**src/hdl/cpu_pkg.sv**
```systemverilog
// shared types and enums for the execute/memory pipeline
// imported by every RTL module and by the testbench
package cpu_pkg;

    // data word, also used for addresses and the pc
    typedef logic [31:0] word_t;
    // register file index
    typedef logic [4:0] reg_idx_t;

    // jal always links into r31
    localparam reg_idx_t LINK_REG = 5'd31;

    // decoded operation, grouped as alu, branch, memory
    typedef enum logic [4:0] {
        OP_ADD,
        OP_ADDU,
        OP_SUB,
        OP_SUBU,
        OP_AND,
        OP_OR,
        OP_XOR,
        OP_NOR,
        OP_SLL,
        OP_SRL,
        OP_SRA,
        OP_LUI,
        OP_SLT,
        OP_SLTU,
        OP_BEQ,
        OP_BNE,
        OP_BLEZ,
        OP_BGTZ,
        OP_BLTZ,
        OP_BGEZ,
        OP_JAL,
        OP_JR,
        OP_LW,
        OP_LH,
        OP_LHU,
        OP_LB,
        OP_LBU,
        OP_SW,
        OP_SH,
        OP_SB
    } op_e;

    // alu function select
    typedef enum logic [3:0] {
        FN_ADD,
        FN_SUB,
        FN_AND,
        FN_OR,
        FN_XOR,
        FN_NOR,
        FN_SLL,
        FN_SRL,
        FN_SRA,
        FN_LUI
    } alu_fn_e;

    // exception cause reported with the exception strobe
    typedef enum logic [1:0] {
        EXC_NONE,
        EXC_OVERFLOW,
        EXC_MISALIGNED
    } exc_cause_e;

endpackage

```
**src/hdl/exe_mem_if.sv**
```systemverilog
// one executed operation handed from the execute stage to the memory stage
// exe_stage drives through modport exe, mem_stage reads through modport mem
`timescale 1ns/1ns

interface exe_mem_if;
    import cpu_pkg::*;

    // single-cycle strobe per operation
    logic     valid;
    op_e      op;
    // alu / slt / link value, or the memory address
    word_t    result;
    word_t    store_data;
    reg_idx_t rd;
    // cleared on overflow, for stores and plain branches
    logic     wb_en;

    modport exe (
        output valid, op, result, store_data, rd, wb_en
    );

    modport mem (
        input valid, op, result, store_data, rd, wb_en
    );

endinterface

```
**src/hdl/mem_stage.sv**
```systemverilog
// memory stage: big-endian lane mask/shift, store merge, load extension
// misalign check and the writeback register, one cycle after exe_mem_if
`timescale 1ns/1ns

module mem_stage #(
    parameter int MEM_WORDS = 256
) (
    input  logic                         clk,
    input  logic                         i_reset,
    exe_mem_if.mem                       in,
    output logic [$clog2(MEM_WORDS)-1:0] o_ram_addr,
    output logic                         o_ram_we,
    output cpu_pkg::word_t               o_ram_wdata,
    input  cpu_pkg::word_t               i_ram_rdata,
    output logic                         o_wb_valid,
    output cpu_pkg::reg_idx_t            o_wb_rd,
    output cpu_pkg::word_t               o_wb_data,
    output logic                         o_exc_valid,
    output cpu_pkg::exc_cause_e          o_exc_cause
);
    import cpu_pkg::*;

    localparam int AW = $clog2(MEM_WORDS);

    logic       is_load;
    logic       is_store;
    logic       is_word;
    logic       is_half;
    logic       load_sign;
    logic [1:0] offset;
    logic       misaligned;
    logic       mis_exc;
    word_t      mask;
    logic [4:0] shift;
    word_t      load_raw;
    word_t      load_val;
    logic       ext;

    assign is_load   = in.op inside {OP_LW, OP_LH, OP_LHU, OP_LB, OP_LBU};
    assign is_store  = in.op inside {OP_SW, OP_SH, OP_SB};
    assign is_word   = in.op inside {OP_LW, OP_SW};
    assign is_half   = in.op inside {OP_LH, OP_LHU, OP_SH};
    assign load_sign = in.op inside {OP_LH, OP_LB};
    assign offset    = in.result[1:0];

    // halfword needs bit 0 clear, word needs both low bits clear
    assign misaligned = (is_half && offset[0]) || (is_word && (offset != 2'b00));
    assign mis_exc    = in.valid && (is_load || is_store) && misaligned;

    // offset 0 is the most significant lane
    always_comb begin
        if (is_half) begin
            mask  = offset[1] ? 32'h0000_ffff : 32'hffff_0000;
            shift = offset[1] ? 5'd0 : 5'd16;
        end else begin
            case (offset)
                2'b00:   mask = 32'hff00_0000;
                2'b01:   mask = 32'h00ff_0000;
                2'b10:   mask = 32'h0000_ff00;
                default: mask = 32'h0000_00ff;
            endcase
            shift = 5'(8 * (3 - offset));
        end
    end

    // word index wraps modulo the ram depth
    assign o_ram_addr = in.result[AW+1:2];
    assign o_ram_we   = in.valid && is_store && !misaligned;

    // sub-word stores merge into the current word
    assign o_ram_wdata = is_word ? in.store_data
                                 : (i_ram_rdata & ~mask) | ((in.store_data << shift) & mask);

    // load lane extract and extension
    assign load_raw = (i_ram_rdata & mask) >> shift;
    assign ext      = load_sign && (is_half ? load_raw[15] : load_raw[7]);

    always_comb begin
        if (is_word)
            load_val = i_ram_rdata;
        else if (is_half)
            load_val = {{16{ext}}, load_raw[15:0]};
        else
            load_val = {{24{ext}}, load_raw[7:0]};
    end

    always_ff @(posedge clk) begin
        if (i_reset) begin
            o_wb_valid  <= 1'b0;
            o_exc_valid <= 1'b0;
            o_exc_cause <= EXC_NONE;
        end else begin
            // misaligned access never writes back
            o_wb_valid  <= in.valid && in.wb_en && !((is_load || is_store) && misaligned);
            o_exc_valid <= mis_exc;
            o_exc_cause <= mis_exc ? EXC_MISALIGNED : EXC_NONE;
        end
    end

    // non-memory ops pass the execute result straight on
    always_ff @(posedge clk) begin
        o_wb_rd   <= in.rd;
        o_wb_data <= is_load ? load_val : in.result;
    end

endmodule

```
**src/flat_wrapper.sv**
```systemverilog
// flat-port wrapper written by rule: the top's interface ports become plain ports
module mem_stage_flat import cpu_pkg::*;
#(
    parameter int MEM_WORDS = 256
)
  (clk, i_reset, o_ram_addr, o_ram_we, o_ram_wdata, i_ram_rdata, o_wb_valid, o_wb_rd, o_wb_data, o_exc_valid, o_exc_cause, in_valid, in_op, in_result, in_store_data, in_rd, in_wb_en);
  exe_mem_if in_i ();
  input  logic clk;
  input  logic i_reset;
  output logic [$clog2(MEM_WORDS)-1:0] o_ram_addr;
  output logic o_ram_we;
  output cpu_pkg::word_t o_ram_wdata;
  input  cpu_pkg::word_t i_ram_rdata;
  output logic o_wb_valid;
  output cpu_pkg::reg_idx_t o_wb_rd;
  output cpu_pkg::word_t o_wb_data;
  output logic o_exc_valid;
  output cpu_pkg::exc_cause_e o_exc_cause;
  input wire logic [$bits(in_i.valid)-1:0] in_valid;
  input wire logic [$bits(in_i.op)-1:0] in_op;
  input wire logic [$bits(in_i.result)-1:0] in_result;
  input wire logic [$bits(in_i.store_data)-1:0] in_store_data;
  input wire logic [$bits(in_i.rd)-1:0] in_rd;
  input wire logic [$bits(in_i.wb_en)-1:0] in_wb_en;
  assign in_i.valid = in_valid;
  assign in_i.op = in_op;
  assign in_i.result = in_result;
  assign in_i.store_data = in_store_data;
  assign in_i.rd = in_rd;
  assign in_i.wb_en = in_wb_en;
  mem_stage #(.MEM_WORDS(MEM_WORDS)) u_core (.clk(clk), .i_reset(i_reset), .in(in_i), .o_ram_addr(o_ram_addr), .o_ram_we(o_ram_we), .o_ram_wdata(o_ram_wdata), .i_ram_rdata(i_ram_rdata), .o_wb_valid(o_wb_valid), .o_wb_rd(o_wb_rd), .o_wb_data(o_wb_data), .o_exc_valid(o_exc_valid), .o_exc_cause(o_exc_cause));
endmodule
```
**config.mk**
```make
export PLATFORM = sky130hd
export DESIGN_NAME = mem_stage_flat
export DESIGN_NICKNAME = d
export VERILOG_FILES = /design/src/hdl/cpu_pkg.sv /design/src/hdl/exe_mem_if.sv /design/src/hdl/mem_stage.sv /design/src/flat_wrapper.sv
export SDC_FILE = /design/constraint.sdc
export NUM_CORES = 1
export LEC_CHECK = 0
export BUFFER_PORTS_ARGS = -buffer_cell sky130_fd_sc_hd__buf_2
export CAP_MARGIN = 0
export CORE_MARGIN = 5
export CORE_UTILIZATION = 25
export DETAILED_ROUTE_END_ITERATION = 8
export GPL_ROUTABILITY_DRIVEN = 1
export PLACE_DENSITY = 0.52
export RECOVER_POWER = 50
export SLEW_MARGIN = 0
export SYNTH_ARGS = -nofsm -noshare
export SYNTH_HDL_FRONTEND = slang
export SYNTH_SLANG_ARGS = --single-unit
```
**constraint.sdc**
```tcl
create_clock -name clk -period 2.8 [get_ports clk]
set_clock_uncertainty 0.1 [all_clocks]
set_input_delay 0.28 -clock clk [delete_from_list [all_inputs] [get_ports clk]]
set_output_delay 0.28 -clock clk [all_outputs]
set_load 0.01 [all_outputs]
```
[After elaboration in Yosys (flattened, before gate mapping)]
Index checks and enable logic that the tools add are counted.
Word-level totals
  bits of input ports: 110
  word-level logic and storage cells: 55
  register bits: 41
  output and inout bits: 82
Operators by class
  reduce and logical (&&, ||, !) cells: 21
  equality and inequality tests: 10
  add/sub/neg operators: 1
  mux-type cells: 11
  shift-type cells: 2
  bitwise gates (word level): 5
Operator list (number)
  32-bit 2-to-1 mux: 5
  32-bit bitwise AND: 3
  32-bit case mux with 3 select lines: 1
  5-bit == test, second input constant: 8
  32-bit NOT: 1
  32-bit OR: 1
  32-bit by 5-bit left shift with 32-bit output: 1
  32-bit by 5-bit right shift with 16-bit output: 1
  16-bit 2-to-1 mux: 1
  1-bit logical AND: 10
  5-bit 2-to-1 mux: 2
  2-bit nonzero test: 3
  3-bit nonzero test: 2
  5-bit nonzero test: 1
  2-bit by 1-bit == test with 1-bit output, second input constant: 1
  2-bit == test, second input constant: 1
  1-bit logical NOT: 2
  2-bit logical NOT: 1
  1-bit logical OR: 2
  2-bit 2-to-1 mux: 1
  2-bit subtractor, first input constant: 1
  1-bit 2-to-1 mux: 1

[Depth between registers and ports, before layout]
  word-level depth: 10
  mapped depth: 8
  depth with buffers taken out: 5

[Least setup slack after synthesis]
No wires, ideal clock.
  path kind: in2out
  from: in in_op[4]
  to: out o_ram_wdata[31]
  data required time: 2.420 ns
  path buffers: 2
  slack: 0.577 ns
  arrival time: 1.843 ns
  stages on the path: 7
  cells stage by stage: buf_2 -> and4bb_1 -> a211oi_2 -> buf_6 -> mux2_2 -> nor2b_1 -> a221o_1
Between the ends
  longest elaborated chain between the ends: 7
  elaborated cells on any way between the ends: 15
  classes of those cells: eq/ne (5); shift (1); mux (3); bitwise (4); reduce/logical (2)
Ends and longest elaborated chain
  start, declared: line flat_wrapper.sv:20  | input wire logic [$bits(in_i.op)-1:0] in_op;
  5-bit == test: line mem_stage.sv:42  | assign is_half = in.op inside {OP_LH, OP_LHU, OP_SH};
  3-bit nonzero test: line mem_stage.sv:42
  5-bit 2-to-1 mux or 32-bit 2-to-1 mux (tied branches): line mem_stage.sv:52  | if (is_half) begin
  32-bit by 5-bit left shift with 32-bit output or 32-bit NOT (tied branches): line mem_stage.sv:72  | : (i_ram_rdata & ~mask) | ((in.store_data << shift) & mask);
  32-bit bitwise AND: line mem_stage.sv:72
  32-bit OR: line mem_stage.sv:72
  32-bit 2-to-1 mux *: line mem_stage.sv:71  | assign o_ram_wdata = is_word ? in.store_data
  end, declared: line flat_wrapper.sv:12  | output cpu_pkg::word_t o_ram_wdata;
Mark *: on every way between the ends. The rest lies on a longest branch, timed or not.

[Final worst setup path]
  from: in in_op[3]
  to: out o_ram_wdata[3]
The elaborated chain is that of the path after synthesis.

==> results.toml <==
[floorplan]
fp.dieH_um = 114
pin_count = 192
dieArea_um2 = 12900
die_w_um = 114
start_util_pct = 25.7
placementRows = 37
core_area_um2 = 10400

[flow_run]
max_cap_violations = 0

[routing]
totalWireLength_um = 12000
via_count = 3115
wire_per_inst_um = 18.6
via_per_inst = 4.81
drtIter0Drc = 140
post-route-drc-count = 0
antenna_left = 0
firstDrtPassIters = 4

[placed_design]
port_buffers = 190
place_area_um2 = 3730
dp_cells = 634
place_hpwl_um = 9460
gp_congestion = 0.825

[worst_setup_path]
crit_type = "in2out"
cp_max_fo = 20
critPathLaunchType = "input pin"
crit_arrival_ns = 2.16
end_kind = "output port"
crit_required_ns = 2.42

[run_status]
status = "completed"

[clock_network]
clk_path_buf_depth = 2
cts_tree = "built"
cts.sink_count = 39
cts-root-buf = "clkbuf_8"
clk_pin_slew_ns = 0.09
cts_buffers = 5
cts-htree-levels = 2

[finish]
regArea_um2 = 781
finalNonFillerCells = 647
drive_gt1_share_pct = 36.8
antenna_cells = 0
multi_input_area_um2 = 1690
nNetsFinal = 620
fin_area_um2 = 3820
fillerInstances = 1167
syn_to_final_growth_pct = 42.5

[synth]
synth-simple-area-share_pct = 20.4
netlist.area_leader.share_pct = 29.1
synthTopCellsByArea = "dfxtp_1, mux2i_1, a21oi_1"
netlist_area_um2 = 2680
synth.distinct_cells = 42
synth.ff_latch_count = 39
ys.flop_type = "dfxtp_1"
syn_avg_cell_area_um2 = 8.22
synthMuxAreaShare_pct = 19.4
synth_top_family_by_area = "compound AO/OA/AOI/OAI gates"
synth.net_count = 436
syn_inst = 326
synth_edf_count = 0
yosysTopAreaCell = "dfxtp_1"
synth_compound_area_share_pct = 22.7
synth_xor_area_share_pct = 0
synthArstFlopShare_pct = 0
synth_fa_ha_area_share_pct = 0
synth_warnings = 0
synth-seq-area-share_pct = 29.1

[sta]
setup_viol = 0
rsz0062_at_grt = "false"
hold_viol_final = 0
fin_crit_sh_pct = 90.8
min_period_ns = 2.54
drv_slew = 0
relSlewSlack_pct = 32.0
fmax_mhz = 394
worst_hold_slack_ns = 0.0359
setup_tns_ns = 0
worstMarginPinSlew_ns = 1.02

[global_route]
grt_max_degree = 39
grt_usage_pct = 17.9
grt.overflow.total = 0
grt_pass1_vias = 3253
grt_pass1_wl_um = 18100
grt_antenna_before_repair = 1

[worst_hold_path]
min_path_type = "in2reg"

[power]
vdd_drop_max_mv = 0.165
powerDensity_nw_per_um2 = 435
p_total_mw = 1.66
power_leakage_nw = 1.76
cell usage in the layout (no fill, tap or decap), types with 2 or more instances in the layout:
cell and count:
a221o_1 8, mux4_2 7, o21ai_0 7, nand3_1 5, buf_2 141, clkbuf_1 50, a21oi_1 47, dlygate4sd3_1 5
nand3b_1 2, and3b_1 2, clkbuf_8 5, buf_12 2, mux2_2 10, nor2_1 46, nor2_4 2, dfxtp_1 39
o22ai_1 8, nand2b_1 2, mux2i_1 25, o21ai_1 7, nand2_1 42, a211o_1 7, buf_4 11, nor2b_1 2
nor3b_1 8
report_power, final:
| part | leakage, nW | switching (mW) | internal (mW) | total [mW] |
|---|---|---|---|---|
| registers | 0.328 | 0.0126 | 0.603 | 0.616 |
| logic | 1.38 | 0.309 | 0.245 | 0.554 |
| clock network | 0.0581 | 0.224 | 0.266 | 0.490 |
| total | 1.76 | 0.546 | 1.11 | 1.66 |
worst paths after layout:
kind / startpoint / end / slack, ns / cells past startpoint
worst max-delay path: in_op[3] / o_ram_wdata[3] / 0.26 / 8
worst min-delay path: i_reset / u_core.o_wb_valid / 0.04 / 2
critical path, stage by stage:
cell,delay [ns]
clkbuf_1,0.19
and4b_4,0.26
a211oi_4,0.27
buf_12,0.21
nor2b_1,0.09
nor2_4,0.32
mux2_2,0.38
buf_2,0.14
per-layer routing:
| metal | vias up | share of wire (%) | routed length [um] | GRT usage (%) |
|---|---|---|---|---|
| met5 | - | 0.058 | 7 | 0 |
| met1 | 1441 | 43 | 5150 | 22.8 |
| met2 | 131 | 48 | 5790 | 30.2 |
| met4 | 2 | 0.86 | 103 | 3.29 |
| met3 | 12 | 8.1 | 976 | 5.36 |
| li1 | 1529 | - | - | - |
sequential cells by signal (all words and copies together), names as in the netlist:
register and flops:
u_core.o_wb_data 32, u_core.o_wb_rd 5, u_core.o_exc_cause 1, u_core.o_wb_valid 1
cells in the mapped netlist, types with 2 or more instances:
cell	count
a211o_1	7
a21oi_1	47
a221o_1	8
and3b_1	2
buf_2	8
buf_4	15
buf_6	2
clkbuf_1	6
dfxtp_1	39
mux2_2	10
mux2i_1	25
mux4_2	7
nand2_1	42
nand2b_1	2
nand3_1	5
nand3b_1	2
nor2_1	46
nor2_4	2
nor2b_1	2
nor3b_1	8
o21ai_0	7
o21ai_1	7
o22ai_1	8
area by class of cell:
class / instances / share of cell area [%]
Multi-Input combinational cell: 254 / 44.2
Timing Repair Buffer: 209 / 27.9
Sequential cell: 39 / 20.4
Tap cell: 136 / 4.45
Clock buffer: 5 / 1.80
Clock inverter: 3 / 1.15
Inverter: 1 / 0.0983
what timing repair did:
item,CTS,global route
setup endpoints to repair,0,0
hold buffers,5,0
buffers inserted,0,0
endpoints found under the hold margin,5,0
gates resized for setup,0,0
logic make-up after synthesis:
group                  Yosys count
AND/OR/NAND/NOR                116
buffers and inverters           33
flip-flops                      39
AO/OA/AOI/OAI                   95
multiplexers                    42
other                            1
through the flow:
stage | utilization, % | setup WS [ns]
final | 36.7 | 0.259
after global routing | 36.7 | 0.129
after CTS | 37.4 | 0.272
after detailed placement | 35.9 | 0.275
after global placement | 35.9 | 0.301
after floorplan | - | 0.577
Power figures use the tool's default switching activity.
